--- config.mk ---
export PLATFORM = sky130hd
export DESIGN_NAME = uart_port_flat
export DESIGN_NICKNAME = d
export VERILOG_FILES = /design/src/design/soc_pkg.sv /design/src/design/cpu_bus_if.sv /design/src/design/uart_port.sv /design/src/flat_wrapper.sv
export VERILOG_INCLUDE_DIRS = /design/src /design/src/design
export SDC_FILE = /design/constraint.sdc
export NUM_CORES = 1
export LEC_CHECK = 0
export BUFFER_PORTS_ARGS = -buffer_cell sky130_fd_sc_hd__buf_4
export CAP_MARGIN = 10
export CORE_AREA = 4 4 64 96
export CTS_CLUSTER_SIZE = 16
export DETAILED_ROUTE_END_ITERATION = 8
export DIE_AREA = 0 0 68 100
export PLACE_DENSITY = 0.78
export RECOVER_POWER = 25
export SYNTH_ARGS = -nofsm -noshare
export SYNTH_HDL_FRONTEND = slang
export SYNTH_SLANG_ARGS = --single-unit
--- constraint.sdc ---
create_clock -name CLOCK_24 -period 2.9 [get_ports CLOCK_24]
set_input_delay 0.435 -clock CLOCK_24 [delete_from_list [all_inputs] [get_ports CLOCK_24]]
set_output_delay 0.435 -clock CLOCK_24 [all_outputs]
set_load 0.02 [all_outputs]
--- src/design/soc_defines.svh ---
`ifndef SOC_DEFINES_SVH
`define SOC_DEFINES_SVH

`define SOC_MEM_WORDS 1024         // Memory depth in words, index from low address bits

`define SOC_UART_BIT_CLOCKS 8      // Clocks per UART bit

`define SOC_UART_TAG 16'h8000      // addr[29:14] of UART region
`define SOC_DEBUG_TAG 16'h8001     // addr[29:14] of debug latch region

`endif

--- src/design/soc_pkg.sv ---
package soc_pkg;

	typedef logic [31:0] word_t;     // Bus data word
	typedef logic [29:0] addr_t;     // Word address
	typedef logic [7:0] byte_t;      // UART character
	typedef logic [6:0] seg_t;       // Segments g..a, active low

	// Target of a bus access
	typedef enum logic [1:0] {
		region_mem,                  // addr[29] == 0
		region_uart,                 // UART tag
		region_debug,                // Debug latch tag
		region_none                  // Unmapped
	} region_t;

endpackage

--- src/design/cpu_bus_if.sv ---
`timescale 1ns/1ps

interface cpu_bus_if;
	import soc_pkg::*;

	logic re;                        // Read strobe, one cycle
	logic we;                        // Write strobe, one cycle
	addr_t addr;                     // Word address
	word_t wdata;                    // Write data
	word_t rdata;                    // Read data, valid cycle after re

	// Drives the access, takes read data back
	modport master (
		output re,
		output we,
		output addr,
		output wdata,
		input rdata
	);

	// Answers the access
	modport slave (
		input re,
		input we,
		input addr,
		input wdata,
		output rdata
	);

endinterface

--- src/design/uart_port.sv ---
`timescale 1ns/1ps
`include "soc_defines.svh"

module uart_port (
	input logic CLOCK_24,
	input logic write_sync,
	cpu_bus_if.slave bus,
	input logic UART_RXD,
	output logic UART_TXD,
	output logic tx_busy
);
	import soc_pkg::*;

	localparam int BIT_CLKS = `SOC_UART_BIT_CLOCKS;
	localparam int CNT_W = $clog2(BIT_CLKS + 1);
	localparam logic [CNT_W-1:0] BIT_LAST = CNT_W'(BIT_CLKS - 1);
	localparam logic [CNT_W-1:0] BIT_MID = CNT_W'(BIT_CLKS / 2 - 2);  // Minus sync delay

	logic [9:0] tx_shift;            // Stop, data, start; LSB on the line
	logic [CNT_W-1:0] tx_clk_cnt;    // Clocks within bit
	logic [3:0] tx_bit_cnt;          // 0 start .. 9 stop
	logic tx_start;                  // Accepted data write

	logic [1:0] rx_sync;             // Two-flop synchronizer
	logic rx_last;                   // Previous synced level, edge detect
	logic rx_active;                 // Frame in progress
	logic [CNT_W-1:0] rx_clk_cnt;
	logic [3:0] rx_bit_cnt;          // 0 start .. 9 stop
	logic [7:0] rx_shift;            // LSB first assembly
	byte_t rx_data;                  // Last received byte
	logic rx_valid;
	logic rx_sample;                 // Mid-bit strobe
	logic rx_read;                   // Data register read

	assign tx_start = bus.we && !bus.addr[0] && !tx_busy;   // Write while busy dropped
	assign UART_TXD = tx_shift[0];   // Idle ones shifted in behind stop bit

	always_ff @(posedge CLOCK_24 or posedge write_sync) begin
		if (write_sync) begin
			tx_busy <= 1'b0;
			tx_shift <= '1;          // Line idles high
			tx_clk_cnt <= '0;
			tx_bit_cnt <= '0;
		end else if (tx_start) begin
			tx_busy <= 1'b1;
			tx_shift <= {1'b1, bus.wdata[7:0], 1'b0};
			tx_clk_cnt <= '0;
			tx_bit_cnt <= '0;
		end else if (tx_busy) begin
			if (tx_clk_cnt == BIT_LAST) begin
				tx_clk_cnt <= '0;
				tx_shift <= {1'b1, tx_shift[9:1]};
				tx_bit_cnt <= tx_bit_cnt + 4'd1;
				if (tx_bit_cnt == 4'd9) begin
					tx_busy <= 1'b0;     // End of stop bit
				end
			end else begin
				tx_clk_cnt <= tx_clk_cnt + 1'b1;
			end
		end
	end

	always_ff @(posedge CLOCK_24 or posedge write_sync) begin
		if (write_sync) begin
			rx_sync <= 2'b11;
			rx_last <= 1'b1;
		end else begin
			rx_sync <= {rx_sync[0], UART_RXD};
			rx_last <= rx_sync[1];
		end
	end

	assign rx_sample = rx_active && (rx_clk_cnt == BIT_MID);
	assign rx_read = bus.re && !bus.addr[0];

	always_ff @(posedge CLOCK_24 or posedge write_sync) begin
		if (write_sync) begin
			rx_active <= 1'b0;
			rx_clk_cnt <= '0;
			rx_bit_cnt <= '0;
			rx_valid <= 1'b0;
		end else begin
			if (rx_read) begin
				rx_valid <= 1'b0;    // New byte below wins over clear
			end
			if (!rx_active) begin
				if (rx_last && !rx_sync[1]) begin
					rx_active <= 1'b1;   // Falling edge, start bit
					rx_clk_cnt <= '0;
					rx_bit_cnt <= '0;
				end
			end else begin
				if (rx_clk_cnt == BIT_LAST) begin
					rx_clk_cnt <= '0;
					rx_bit_cnt <= rx_bit_cnt + 4'd1;
				end else begin
					rx_clk_cnt <= rx_clk_cnt + 1'b1;
				end
				if (rx_sample && (rx_bit_cnt == 4'd0) && rx_sync[1]) begin
					rx_active <= 1'b0;   // Glitch, not a start bit
				end else if (rx_sample && (rx_bit_cnt == 4'd9)) begin
					rx_active <= 1'b0;   // Stop bit, rearm for next edge
					rx_valid <= 1'b1;    // Overwrites unread byte
				end
			end
		end
	end

	always_ff @(posedge CLOCK_24) begin
		if (rx_sample && (rx_bit_cnt >= 4'd1) && (rx_bit_cnt <= 4'd8)) begin
			rx_shift <= {rx_sync[1], rx_shift[7:1]};
		end else if (rx_sample && (rx_bit_cnt == 4'd9)) begin
			rx_data <= rx_shift;
		end
	end

	// Register read, 0 data, 1 status
	always_ff @(posedge CLOCK_24) begin
		if (bus.re) begin
			if (bus.addr[0]) begin
				bus.rdata <= {30'd0, rx_valid, tx_busy};
			end else begin
				bus.rdata <= {24'd0, rx_data};
			end
		end
	end

	// Line only leaves idle while a frame is being sent
	a_txd_idle: assert property (@(posedge CLOCK_24) disable iff (write_sync)
		!tx_busy |-> UART_TXD)
		else $error("uart_port: UART_TXD low while transmitter idle");

endmodule

--- src/flat_wrapper.sv ---
// flat-port wrapper written by rule: the top's interface ports become plain ports
module uart_port_flat import soc_pkg::*;
  (CLOCK_24, write_sync, UART_RXD, UART_TXD, tx_busy, bus_re, bus_we, bus_addr, bus_wdata, bus_rdata);
  cpu_bus_if bus_i ();
  input logic CLOCK_24;
  input logic write_sync;
  input logic UART_RXD;
  output logic UART_TXD;
  output logic tx_busy;
  input wire logic [$bits(bus_i.re)-1:0] bus_re;
  input wire logic [$bits(bus_i.we)-1:0] bus_we;
  input wire logic [$bits(bus_i.addr)-1:0] bus_addr;
  input wire logic [$bits(bus_i.wdata)-1:0] bus_wdata;
  output wire logic [$bits(bus_i.rdata)-1:0] bus_rdata;
  assign bus_i.re = bus_re;
  assign bus_i.we = bus_we;
  assign bus_i.addr = bus_addr;
  assign bus_i.wdata = bus_wdata;
  assign bus_rdata = bus_i.rdata;
  uart_port u_core (.CLOCK_24(CLOCK_24), .write_sync(write_sync), .bus(bus_i), .UART_RXD(UART_RXD), .UART_TXD(UART_TXD), .tx_busy(tx_busy));
endmodule
==> impl_metrics.tcl <==
set metrics [dict create \
    drt-wirelength-per-cell_um 12.26 \
    slowest_delay_ps 430 \
    dp_hpwl_mm 2.730 \
    placementRows 33 \
    rsz0062_at_grt "no" \
    antenna_found_initial 0 \
    synth_flop_cell "edfxtp_1" \
    wirelength_mm 3.704 \
    drive_gt1_share_pct 22.84 \
    maxCapViolCount 0 \
    io_buffers 23 \
    critPathMaxFanout 8 \
    clock_latency_ps 300 \
    cts_resized 0 \
    synth_top_cell_area_share_pct 28.81 \
    nNetsFinal 306 \
    grt_pass1_wl_mm 6.120 \
    cp_slowest_cell "dfrtp_1" \
    fin_crit_sh_pct 58.90 \
    relSlewSlack_pct 36.26 \
    vias_per_cell 4.924 \
    design.die.area_um2 6800 \
    die_w_um 68 \
    cp-end-kind "register" \
    first_iter_violations 71 \
    root_buffer "clkbuf_8" \
    slew_viol_final 0 \
    synth_async_sr_flop_share_pct 56.36 \
    gp_congestion 0.7557 \
    syn-instance-count 204 \
    htreeDepth 2 \
    cts_setup_buffers 0 \
    core_area_um2 5368 \
    holdWs_ps 233.8 \
    synth_warnings 0 \
    grt_use_met2_pct 19.02 \
    cts_tree "yes" \
    clock_skew_ps 11.39 \
    ios 101 \
    min_period_ps 1708 \
    arrival_ps 1680 \
    top_usage_layer "met2" \
    ant_nets 0 \
    yosys-top-cells-area "edfxtp_1 29%, dfrtp_1 19%, dfstp_2 13%" \
    overflow 0 \
    path_cells "inv_1, ha_1, nand4bb_1, a21oi_1, o31a_1" \
    power_density_nw_per_um2 817.2 \
    syn-cell-area_um2 2501 \
    grt.met1_usage_pct 14.49 \
    synthDistinctLibCells 38 \
    hold_path.class "in -> reg" \
    drc_errors 0 \
    postCtsHoldBufs 0 \
    worstSetupPathType "reg -> reg" \
    critPathLaunchType "register" \
    fillers 481 \
    pre_cts_slack_ps 1148 \
    p_leak_nw 1.219 \
    grt_max_degree 26 \
    grt_use_met3_pct 3.135 \
    multiInputGateArea_um2 793.3 \
    clk_path_buf_depth 2 \
    crit_buf_inv 1 \
    grt_use_total_pct 11.73 \
    ir_worst_vdd_mv 0.4198 \
    fin_util_pct 51.17 \
    initial_core_util_pct 46.60 \
    area_growth_pct 9.805 \
    critPathTopFamily "compound AO/OA/AOI/OAI gates" \
    dieHeight_um 100 \
    setup_ws_ps 1192 \
    grt_pass1_vias 1367 \
    vias 1487 \
    clock_sinks 55 \
    setup_viol 0 \
    crit_required_ps 2870 \
    antenna_cells 0 \
    worst_slew_pin_slew_ps 955.0 \
    clkTransAtPathRegs_ps 90 \
    synth_seq_cells 55 \
    synth_largest_area_cell "edfxtp_1" \
    outcome "finished clean" \
    tns_ps 0 \
    cts_buffers 5 \
    fmax_mhz 585.4 \
    ys_seq_area_share_pct 60.43 \
    seq_area_um2 1511 \
    hold_violations 0 \
    syn_area_per_cell_um2 12.26 \
    first_pass_iters 4 \
    synth_edf_count 24 \
    synth_common_cells "24 x buf_4, 24 x edfxtp_1, 19 x dfrtp_1" \
]
[worst reg2reg max path, stage by stage (launching register included)]
cell and delay [ps]:
dfrtp_1 430, inv_1 70, ha_1 130, nand4bb_1 200, a21oi_1 170, o31a_1 380
[where the power goes]
part	total, mW	switching (mW)	internal (mW)	leakage, nW
clock network	0.418	0.244	0.173	0.0485
logic	0.585	0.301	0.284	0.588
registers	1.24	0.182	1.06	0.583
[kinds of logic after synthesis]
| logic type | synth area share [%] |
|---|---|
| flops | 60.43 |
| buf+inv | 11.31 |
| simple gates | 10.16 |
| compound gates | 9.305 |
| mux | 4.652 |
| fa+ha+maj | 4.002 |
| other cells | 0.1499 |
[per-layer routing]
| layer | wire [um] | up-vias |
|---|---|---|
| met4 | 55 | 0 |
| met2 | 1881 | 42 |
| met3 | 215 | 4 |
| met5 | 0 | - |
| li1 | - | 718 |
| met1 | 1552 | 723 |
[area by class of cell]
cell class                 count  area share, %
clock buffer                   5          2.506
clock inverter                 3         0.8200
inverter                      17          2.323
multi-input combinational    125          28.88
sequential                    55          55.03
tap                           70          3.189
timing repair buffer          27          7.244
[path summary, 6_finish.rpt]
check	from	to	slack (ps)	cells after the start
min in group asynchronous	write_sync	u_core.tx_bit_cnt[3]	340	2
worst min register to register	u_core.rx_sync[0]	u_core.rx_sync[1]	370	0
worst max register to register	u_core.rx_clk_cnt[0]	u_core.rx_shift[7]	1190	5
worst max-delay path	u_core.rx_clk_cnt[0]	u_core.rx_shift[7]	1190	5
worst min-delay path	UART_RXD	u_core.rx_sync[0]	230	1
max in group asynchronous	write_sync	u_core.tx_shift[6]	1840	3
[through the flow]
stage,std cells,power (mW),instance area [um^2]
floorplan,227,1.722,2587
global placement,294,1.809,2659
detailed placement,294,1.852,2659
CTS,302,2.270,2750
global route,302,2.412,2746
finish,302,2.244,2746
[flip-flops by register name (all words and copies together), names as in the netlist]
signal	cells
u_core.tx_shift	9
u_core.bus.rdata	8
u_core.rx_data	8
u_core.rx_shift	8
u_core.rx_bit_cnt	4
u_core.rx_clk_cnt	4
u_core.tx_bit_cnt	4
u_core.tx_clk_cnt	4
u_core.rx_sync	2
u_core.rx_active	1
u_core.rx_last	1
u_core.rx_valid	1
u_core.tx_busy	1
[cell usage in the layout (no fill, tap or decap), drive strengths merged]
master,netlist,final
nor4,1,1
nand4bb,1,1
nand2b,2,2
a211o,1,1
inv,17,18
edfxtp,24,24
ha,8,8
a22o,2,2
o21a,1,1
nand4b,2,2
nor2,7,7
o31ai,3,3
nand3,9,9
a21o,1,1
o22ai,7,7
nor3b,2,2
mux2i,6,6
or3b,2,2
or3,1,1
and2,1,1
buf,27,25
clkbuf,3,7
a21boi,1,1
nand2,8,8
o31a,1,1
a21oi,10,10
nor2b,8,8
o211ai,2,2
o21ai,7,7
mux2,5,5
o2bb2ai,1,1
clkinv,0,2
nor3,1,1
dfstp,12,12
conb,1,24
dfrtp,19,19
(Power assumes the default switching activity.)
