## src/design/soc_defines.svh

```systemverilog
`ifndef SOC_DEFINES_SVH
`define SOC_DEFINES_SVH

`define SOC_MEM_WORDS 1024         // Memory depth in words, index from low address bits

`define SOC_UART_BIT_CLOCKS 8      // Clocks per UART bit

`define SOC_UART_TAG 16'h8000      // addr[29:14] of UART region
`define SOC_DEBUG_TAG 16'h8001     // addr[29:14] of debug latch region

`endif

```

## src/design/soc_pkg.sv

```systemverilog
package soc_pkg;

	typedef logic [31:0] word_t;     // Bus data word
	typedef logic [29:0] addr_t;     // Word address
	typedef logic [7:0] byte_t;      // UART character
	typedef logic [6:0] seg_t;       // Segments g..a, active low

	// Target of a bus access
	typedef enum logic [1:0] {
		region_mem,                  // addr[29] == 0
		region_uart,                 // UART tag
		region_debug,                // Debug latch tag
		region_none                  // Unmapped
	} region_t;

endpackage

```

## src/design/debug_display.sv

```systemverilog
`timescale 1ns/1ps

module debug_display (
	input logic CLOCK_24,
	input logic write_sync,
	input logic debug_we,
	input soc_pkg::word_t debug_data,
	input logic [9:0] SW,
	input soc_pkg::addr_t addr,
	input soc_pkg::word_t rdata,
	output soc_pkg::seg_t HEX0,
	output soc_pkg::seg_t HEX1,
	output soc_pkg::seg_t HEX2,
	output soc_pkg::seg_t HEX3
);
	import soc_pkg::*;

	word_t debug_latch;              // Software debug word
	logic [15:0] view;               // Four nibbles on display

	// Nibble to segments g..a, active low
	function automatic seg_t hex_to_seg(input logic [3:0] nibble);
		case (nibble)
			4'h0: return 7'b1000000;
			4'h1: return 7'b1111001;
			4'h2: return 7'b0100100;
			4'h3: return 7'b0110000;
			4'h4: return 7'b0011001;
			4'h5: return 7'b0010010;
			4'h6: return 7'b0000010;
			4'h7: return 7'b1111000;
			4'h8: return 7'b0000000;
			4'h9: return 7'b0010000;
			4'ha: return 7'b0001000;
			4'hb: return 7'b0000011;   // Lower case b
			4'hc: return 7'b1000110;
			4'hd: return 7'b0100001;   // Lower case d
			4'he: return 7'b0000110;
			default: return 7'b0001110;   // F
		endcase
	endfunction

	always_ff @(posedge CLOCK_24 or posedge write_sync) begin
		if (write_sync) begin
			debug_latch <= '0;
		end else if (debug_we) begin
			debug_latch <= debug_data;
		end
	end

	// Switch priority SW9, SW8, SW7, SW1, SW0; SW[6:2] spare
	always_comb begin
		if (SW[9]) begin
			view = rdata[31:16];
		end else if (SW[8]) begin
			view = rdata[15:0];
		end else if (SW[7]) begin
			view = {2'b00, addr[29:16]};   // Only 14 upper address bits
		end else if (SW[1]) begin
			view = debug_latch[31:16];
		end else if (SW[0]) begin
			view = debug_latch[15:0];
		end else begin
			view = addr[15:0];
		end
	end

	assign HEX0 = hex_to_seg(view[3:0]);     // Rightmost digit
	assign HEX1 = hex_to_seg(view[7:4]);
	assign HEX2 = hex_to_seg(view[11:8]);
	assign HEX3 = hex_to_seg(view[15:12]);

endmodule

```

## config.mk

```make
export PLATFORM = sky130hd
export DESIGN_NAME = debug_display
export DESIGN_NICKNAME = d
export VERILOG_FILES = /design/src/design/soc_defines.svh /design/src/design/soc_pkg.sv /design/src/design/debug_display.sv
export SDC_FILE = /design/constraint.sdc
export NUM_CORES = 1
export LEC_CHECK = 0
export BUFFER_PORTS_ARGS = -buffer_cell sky130_fd_sc_hd__buf_4
export CAP_MARGIN = 20
export CORE_MARGIN = 2
export CORE_UTILIZATION = 49
export DETAILED_ROUTE_END_ITERATION = 6
export GPL_ROUTABILITY_DRIVEN = 0
export GPL_TIMING_DRIVEN = 0
export PLACE_DENSITY = 0.87
export SLEW_MARGIN = 30
export SYNTH_ARGS = -nofsm -noshare
export SYNTH_HDL_FRONTEND = slang
export SYNTH_SLANG_ARGS = --single-unit
```

## constraint.sdc

```tcl
create_clock -name CLOCK_24 -period 3.3 [get_ports CLOCK_24]
set_input_delay 0.495 -clock CLOCK_24 [delete_from_list [all_inputs] [get_ports CLOCK_24]]
set_output_delay 0.495 -clock CLOCK_24 [all_outputs]
set_load 0.03 [all_outputs]
```

==> results of run 1 <==
## critical path: stages
cell and delay [ns]:
buf_4 0.12, nor2b_2 0.15, buf_6 0.13, a221o_1 0.35, a21oi_2 0.33, inv_1 0.14, ha_1 0.24, or3_1 0.38
o221a_2 0.13, buf_4 0.17
## power by group through the flow
stage	logic [mW]	clock network, mW	registers [mW]
after CTS	0.748	0.321	0.454
after floorplan	0.482	0	0.451
final	0.754	0.322	0.455
after global routing	0.808	0.341	0.459
after global placement	0.725	0	0.457
after detailed placement	0.745	0	0.461
## path summary, 6_finish.rpt
kind	from	end	slack, ns	cells past startpoint
worst max-delay path	SW[7]	HEX1[0]	0.17	10
worst max register to register	debug_latch[19]	debug_latch[19]	2.50	1
worst min register to register	debug_latch[21]	debug_latch[21]	0.50	1
max in group asynchronous	write_sync	debug_latch[16]	2.55	2
min in group CLOCK_24	debug_data[2]	debug_latch[2]	0.44	2
worst min-delay path	write_sync	debug_latch[13]	0.31	2
## metal layers
layer	vias up	share of wire [%]	GRT usage (%)
met3	14	7.0	4.82
met1	1503	41	34.5
met5	-	0	0
met4	0	1.6	6.74
met2	142	50	47.9
li1	1473	-	-
## placed cells by master, fill, tap and decap left out, types with 7 or more instances in the layout
master,Yosys,layout
mux2_2,40,40
dfrtp_1,32,32
a21oi_1,11,10
nand2_1,14,14
nor2_1,12,12
mux2i_1,26,26
nand2b_1,14,14
inv_1,24,23
buf_4,10,135
a221oi_1,7,7
ha_1,24,24
## Yosys cell counts (2+ instances only)
library cell and n:
o22a_1 2, dfrtp_1 32, buf_2 5, o221ai_1 2, nor4_1 3, buf_1 3, a221oi_1 7, o22ai_1 4
a211oi_1 6, and3_1 2, mux2i_1 26, ha_1 24, clkbuf_1 3, buf_6 3, inv_1 24, nor2b_1 2
a221o_1 2, a21o_1 2, buf_4 10, a21oi_1 11, o2111ai_1 4, nand3b_1 5, a22o_1 5, o21a_1 3
nand2_1 14, and2b_1 2, nand2b_1 14, a22oi_1 2, o21ai_0 5, nor3b_1 6, nand3_1 5, xnor2_1 4
mux2_2 40, o211ai_1 3, o2111a_1 2, o31ai_1 4, or3_1 2, o32ai_1 2, nor2_1 12
## logic make-up (layout without fill, tap and decap cells)
logic type / Yosys count / after routing / share of synthesized area, %
simple gates: 73 / 73 / 12.8
buf+inv: 49 / 182 / 8.29
mux: 67 / 67 / 23.0
flops: 32 / 32 / 25.4
xor+xnor: 4 / 4 / 1.11
fa+ha+maj: 24 / 24 / 9.52
compound gates: 79 / 79 / 19.9
## metrics by stage
stage                     utilization (%)  power [mW]  hold slack [ns]
after floorplan                         -       0.933            0.472
after global placement               66.8        1.18            0.482
after CTS                            68.2        1.52            0.334
final                                68.4        1.53            0.310
after detailed placement             66.8        1.21            0.486
after global routing                 68.4        1.61            0.367
## timing repair
item | in CTS | in global routing
endpoints found under the setup margin | 0 | 9
resized for setup | 0 | 3
hold buffers | 0 | 0
hold endpoints to repair | 0 | 0
## layout make-up
cell class                 instances  share of cell area, %
buffer                            25                   3.99
multi-input combinational        247                   49.0
clock inverter                     1                  0.175
sequential                        32                   18.6
tap                               77                   2.24
inverter                          24                   2.10
clock buffer                       7                   2.01
timing repair buffer             125                   21.9
==> results.yml, run 1 <==
sta:
  min_period_ns: 3.13
  fin_skew_ns: 0
  fmax_mhz: 319
  setup_viol_count_final: 0
  tightest_slew_ns: 0.688
  finalWorstSetupSlack_ns: 0.169
  tns_ns: 0
  hold_viol: 0
  rsz0062_at_grt: "no"
  drv_slew: 0
  slew_headroom_pct: 54.2
  finalCritPeriodShare_pct: 94.9
global_route:
  overflow: 0
  grt_pass1_vias: 3137
  grt_use_total_pct: 27.2
  grt_pass1_wl_mm: 15.4
  grt_start_max_net_pins: 33
  grt_antenna_before_repair: 0
power:
  combPwrFrac_pct: 49.3
  sw_frac_of_total_pct: 38.1
  ir_drop_v: 0.000288
  p_int_mw: 0.947
  power.share.clock_pct: 21.1
  p_switching_mw: 0.584
  p_leak_nw: 2.07
  powerDensity_nw_per_um2: 357
  sequentialPowerShare_pct: 29.7
worst_setup_path:
  cp_max_fo: 9
  worstPathRequired_ns: 2.80
  crit_type: "primary input to output pin"
  cp.arrival_ns: 2.64
  cp-start-kind: "primary input"
  endpoint_kind: "output pin"
clock_network:
  cts_max_level: 2
  cts-root-buf: "clkbuf_8"
  cts_tree: "built"
  clkTransAtPathRegs_ns: 0.07
  cts_buffer_depth: 2
  insertion_delay_ns: 0.28
  clock-sinks: 32
  cts_buffers: 5
  post_cts_buffers: 0
layout:
  fin_area_sq_um: 4290
  syn2layout_area_growth_pct: 36.1
  fin_cells: 538
  diodes: 0
  largest_reg_flops: 32
  nets: 591
  reg.largest.list: "debug_latch x32"
  drive_gt1_share_pct: 44.3
  regMostFlops: "debug_latch"
  multi_input_area_sq_um: 2100
  regArea_sq_um: 801
  fillCellCount: 507
logic_synthesis:
  synth_top_area_share_pct: 25.4
  synth-seq-cells: 32
  synth_top_cell_by_area: "dfrtp_1"
  yosys_warnings: 0
  synth_ff_type: "dfrtp_1"
  synthCells: 328
  synth-edff-count: 0
  ys_seq_area_share_pct: 25.4
  syn_area_sq_um: 3160
  syn-num-nets: 459
  syn-mean-instance-area_sq_um: 9.62
  synth_area_leaders: "dfrtp_1, mux2_2, ha_1"
  ys_types: 60
  ys_async_sr_fraction_pct: 100
detailed_routing:
  wire_per_inst_um: 18.3
  drc_errors: 0
  drt-pass1-iter-count: 4
  drt-total-wl_mm: 9.83
  drt_iter0_markers: 112
  routed-via-count: 3132
  antenna_left: 0
  viasPerCell: 5.82
placed_design:
  dp.cells: 530
  preCtsSetupSlack_ns: 0.0456
  dpl_cell_area_sq_um: 4190
  io_buffers: 125
  hpwlAfterDp_mm: 7.74
die:
  start_util_pct: 50.3
  die_w_um: 84.3
  coreArea_sq_um: 6280
  row_count: 29
  die_h_um: 84.3
  ios: 135
  die_area_sq_um: 7100
run_status:
  status: "finished, final reports clean"
flow_run:
  cap_violations: 0
hold_path:
  hold_path_class: "primary input to async pin"
Power figures use the tool's default switching activity.
==> inputs of run 2 (changes only) <==
--- a/config.mk
+++ b/config.mk
@@ -8,11 +8,10 @@
 export BUFFER_PORTS_ARGS = -buffer_cell sky130_fd_sc_hd__buf_4
 export CAP_MARGIN = 20
 export CORE_MARGIN = 2
-export CORE_UTILIZATION = 49
+export CORE_UTILIZATION = 53
 export DETAILED_ROUTE_END_ITERATION = 6
 export GPL_ROUTABILITY_DRIVEN = 0
-export GPL_TIMING_DRIVEN = 0
-export PLACE_DENSITY = 0.87
+export PLACE_DENSITY = 0.93
 export SLEW_MARGIN = 30
 export SYNTH_ARGS = -nofsm -noshare
 export SYNTH_HDL_FRONTEND = slang
==> constraint.sdc (replaced) <==
create_clock -name CLOCK_24 -period 3.7 [get_ports CLOCK_24]
set_input_delay 0.555 -clock CLOCK_24 [delete_from_list [all_inputs] [get_ports CLOCK_24]]
set_output_delay 0.555 -clock CLOCK_24 [all_outputs]
set_load 0.03 [all_outputs]
==> results.yml, run 2 (synthesized netlist as in run 1, its figures left out) <==
run_status:
  status: "finished, final reports clean"
sta:
  min_period_ns: 3.33
  tns_ns: 0
  finalCritPeriodShare_pct: 90.1
  hold_viol: 0
  fmax_mhz: 300
  slew_headroom_pct: 41.2
  setup_viol_count_final: 0
  fin_skew_ns: 0
  tightest_slew_ns: 0.882
  hold_slack_ns: 0.384
  drv_slew: 0
  rsz0062_at_grt: "no"
placed_design:
  io_buffers: 129
  hpwlAfterDp_mm: 6.75
  dp.cells: 512
  dpl_cell_area_sq_um: 4080
die:
  row_count: 28
  die_area_sq_um: 6590
  die_w_um: 81.2
  ios: 135
  start_util_pct: 53.9
  die_h_um: 81.2
  coreArea_sq_um: 5850
detailed_routing:
  drt-pass1-iter-count: 4
  wl_met1_mm: 3.69
  wire_per_inst_um: 16.3
  wl_met3_um: 558
  wl_met2_mm: 4.07
  drc_errors: 0
  dr.max_layer_used: "met4"
  viasPerCell: 5.62
  drt-total-wl_mm: 8.46
  drt_iter0_markers: 103
  antenna_left: 0
  routed-via-count: 2921
layout:
  drive_gt1_share_pct: 42.5
  final_common_cell: "buf_4"
  largest_reg_flops: 32
  syn2layout_area_growth_pct: 32.3
  regMostFlops: "debug_latch"
  fin_area_sq_um: 4170
  reg.largest.list: "debug_latch x32"
  final_cell_mix: "buf_4, mux2_2, dfrtp_1"
  nets: 575
  fin_cells: 520
  diodes: 0
  fillCellCount: 452
worst_setup_path:
  r2r_slack_ns: 2.91
  slowest_stage: "a221oi_1"
  crit_type: "primary input to output pin"
  r2r_end: "debug_latch[23]"
  cp_max_fo: 25
  cp_top_family: "compound AO/OA/AOI/OAI gates"
  slowest_delay_ns: 0.39
  worst-path-buf-inv: 3
  worstPathRequired_ns: 3.14
  cp-start-kind: "primary input"
  r2r_cells: 1
  crit_chain: "buf_4 > nor2b_2 > a221oi_1 > o22a_1 > inv_1 > ha_1 > or3_1 > o221a_2 > buf_4"
  endpoint_kind: "output pin"
  reg2reg_from: "debug_latch[23]"
  cp.arrival_ns: 2.78
  path_common_cell: "buf_4"
clock_network:
  cts_resized: 0
  insertion_delay_ns: 0.28
  clock-sinks: 32
  cts_max_level: 2
  cts_buffer_depth: 2
  cts_tree: "built"
  cts_buffers: 5
  cts-root-buf: "clkbuf_8"
  clkTransAtPathRegs_ns: 0.06
  hold_buffers: 0
  post_cts_buffers: 0
power:
  powerDensity_nw_per_um2: 316
  fin_total_pwr_mw: 1.32
  p_leak_nw: 2.01
  ir_drop_v: 0.000353
global_route:
  grt_pass1_vias: 2853
  overflow: 0
  grt_pass1_wl_mm: 13.5
  grt_start_max_net_pins: 33
  grt_use_total_pct: 26.4
  grt_antenna_before_repair: 0
flow_run:
  cap_violations: 0
hold_path:
  hold_path_class: "primary input to async pin"
-- run 2: power breakdown --
| part | internal, mW | switching [mW] | leakage, nW |
|---|---|---|---|
| logic | 0.297 | 0.351 | 1.59 |
| registers | 0.385 | 0.0176 | 0.374 |
| clock network | 0.151 | 0.118 | 0.0455 |
| total | 0.834 | 0.487 | 2.01 |
-- run 2: stage by stage --
step	util [%]	setup slack (ns)
2_1_floorplan	-	0.434
3_3_place_gp	69.8	0.471
3_5_place_dp	69.8	0.400
4_1_cts	71.3	0.392
5_1_grt	71.3	0.150
6_report	71.3	0.366
-- run 2: routing by layer --
layer  track usage (%)  vias to the layer above
met5                 0                        -
met4              6.95                        0
met3              4.78                       14
met2              45.1                      100
met1              34.4                     1368
li1                  -                     1439
-- run 2: tightest hold or removal path, stage by stage --
cell and delay, ns:
buf_4 0.11, inv_1 0.06, buf_4 0.36
-- run 2: worst max path at each step --
stage           from  endpoint  slack (ns)  cells after the start
3_3_place_gp   SW[8]   HEX1[0]        0.47                      9
4_1_cts        SW[8]   HEX1[0]        0.39                      9
2_1_floorplan  SW[8]   HEX2[2]        0.43                      8
6_report       SW[8]   HEX1[0]        0.37                      9
5_1_grt        SW[0]   HEX2[5]        0.15                     10
3_5_place_dp   SW[8]   HEX1[0]        0.40                      9
-- run 2: area by class of cell --
type	instances	area, sq um	area share [%]
inverters	24	90.1	2.16
well taps	75	93.8	2.25
repair buffers	134	1010	24.1
clock buffers	8	90.1	2.16
multi-input cells	247	2090	50.1
flip-flops and latches	32	801	19.2
==> inputs of run 3 (changes only) <==
--- a/config.mk
+++ b/config.mk
@@ -7,11 +7,13 @@
 export LEC_CHECK = 0
 export BUFFER_PORTS_ARGS = -buffer_cell sky130_fd_sc_hd__buf_4
 export CAP_MARGIN = 20
+export CELL_PAD_IN_SITES_DETAIL_PLACEMENT = 0
+export CELL_PAD_IN_SITES_GLOBAL_PLACEMENT = 1
 export CORE_MARGIN = 2
-export CORE_UTILIZATION = 53
+export CORE_UTILIZATION = 38
 export DETAILED_ROUTE_END_ITERATION = 6
 export GPL_ROUTABILITY_DRIVEN = 0
-export PLACE_DENSITY = 0.93
+export PLACE_DENSITY = 0.91
 export SLEW_MARGIN = 30
 export SYNTH_ARGS = -nofsm -noshare
 export SYNTH_HDL_FRONTEND = slang
==> results.yml, run 3 (synthesized netlist as in run 1, its figures left out) <==
run_status:
  status: "finished, final reports clean"
layout:
  regMostFlops: "debug_latch"
  fin_area_sq_um: 4230
  largest_reg_flops: 32
  reg.largest.list: "debug_latch x32"
  final_cell_mix: "buf_4, mux2_2, dfrtp_1"
  nets: 577
  diodes: 0
  drive_gt1_share_pct: 43.0
  fillCellCount: 774
  syn2layout_area_growth_pct: 34.1
  final_common_cell: "buf_4"
worst_setup_path:
  endpoint_kind: "output pin"
  reg2reg_from: "debug_latch[17]"
  crit_type: "primary input to output pin"
  slowest_stage: "or3_1"
  crit_start: "SW[9]"
  cp-start-kind: "primary input"
  worstPathRequired_ns: 3.14
  cp.arrival_ns: 2.66
  slowest_delay_ns: 0.37
  crit_chain: "buf_4 > inv_1 > o221ai_1 > o22a_1 > inv_1 > ha_1 > or3_1 > o221a_2 > buf_4"
  cp_max_fo: 25
  worst-path-buf-inv: 4
  cp_top_family: "buffers and inverters"
detailed_routing:
  wire_per_inst_um: 15.7
  drt-pass1-iter-count: 4
  antenna_left: 0
  drc_errors: 0
  drt_iter0_markers: 90
  routed-via-count: 2856
  drt-total-wl_mm: 8.63
  viasPerCell: 5.18
die:
  ios: 135
  row_count: 33
  die_area_sq_um: 9050
  start_util_pct: 38.8
  die_h_um: 95.1
  die_w_um: 95.1
  coreArea_sq_um: 8130
power:
  combPwrFrac_pct: 48.3
  ir_drop_v: 0.000324
  powerDensity_nw_per_um2: 315
  sequentialPowerShare_pct: 30.2
  p_switching_mw: 0.482
  p_leak_nw: 2.03
  p_int_mw: 0.849
  power.share.clock_pct: 21.5
  sw_frac_of_total_pct: 36.2
sta:
  slew_headroom_pct: 48.3
  tns_ns: 0
  fin_skew_ns: 0
  rsz0062_at_grt: "no"
  min_period_ns: 3.21
  drv_slew: 0
  hold_viol: 0
  finalCritPeriodShare_pct: 86.8
  fmax_mhz: 311
  tightest_slew_ns: 0.775
  setup_viol_count_final: 0
clock_network:
  cts_max_level: 2
  cts-root-buf: "clkbuf_8"
  cts_buffer_depth: 2
  clock-sinks: 32
  hold_buffers: 0
  clkTransAtPathRegs_ns: 0.06
  insertion_delay_ns: 0.28
  cts_buffers: 5
  post_cts_buffers: 0
  cts_resized: 0
  cts_tree: "built"
global_route:
  grt_antenna_before_repair: 0
  grt_use_total_pct: 19.2
  grt_pass1_wl_mm: 13.6
  overflow: 0
  grt_pass1_vias: 2760
  grt_start_max_net_pins: 33
hold_path:
  hold_path_class: "primary input to async pin"
flow_run:
  cap_violations: 0
placed_design:
  io_buffers: 129
  dpl_cell_area_sq_um: 4130
  hpwlAfterDp_mm: 6.90
-- run 3: changes by cell type in the layout (fill, tap and decap cells not counted) --
cell and delta:
buf_2 +1, buf_4 +1, clkbuf_1 -2, clkbuf_8 +1
-- run 3: cell type report --
type / instances / area, sq um / area share, %
clock buffers: 7 / 96.3 / 2.28
inverters: 24 / 90.1 / 2.13
multi-input cells: 247 / 2090 / 49.5
flip-flops and latches: 32 / 801 / 18.9
well taps: 105 / 131 / 3.11
repair buffers: 136 / 1020 / 24.1
-- run 3: path summary, 6_finish.rpt --
path | to | slack, ns | depth (start not counted)
max | HEX1[0] | 0.49 | 9
min | debug_latch[6] | 0.36 | 3
max reg2reg | debug_latch[17] | 2.93 | 1
min reg2reg | debug_latch[16] | 0.50 | 1
max in group asynchronous | debug_latch[26] | 3.04 | 3
min in group CLOCK_24 | debug_latch[16] | 0.50 | 1
-- run 3: metal layers --
metal  wire [um]  track usage (%)  vias up  part of all wire, %
met5           0                0        -                    0
met4         161             6.16        0                  1.9
met3         568             3.87       16                  6.6
met2        4000             30.3       85                   46
met1        3900             26.4     1318                   45
li1            -                -     1437                    -
-- run 3: power by group through the flow --
stage	registers (mW)	logic, mW	clock network (mW)
after floorplan	0.402	0.430	0
final	0.402	0.643	0.286
after global placement	0.407	0.635	0
after CTS	0.403	0.647	0.295
after detailed placement	0.409	0.644	0
after global routing	0.407	0.701	0.313
-- run 3: through the flow --
| step | hold slack [ns] | std cells | setup WS, ns | power [mW] | util, % |
|---|---|---|---|---|---|
| finish | 0.360 | 551 | 0.490 | 1.33 | 52.0 |
| global route | 0.396 | 551 | 0.305 | 1.42 | 52.0 |
| CTS | 0.372 | 550 | 0.461 | 1.34 | 51.9 |
| detailed placement | 0.492 | 543 | 0.462 | 1.05 | 50.8 |
| global placement | 0.482 | 543 | 0.497 | 1.04 | 50.8 |
| floorplan | 0.472 | 328 | 0.434 | 0.832 | - |
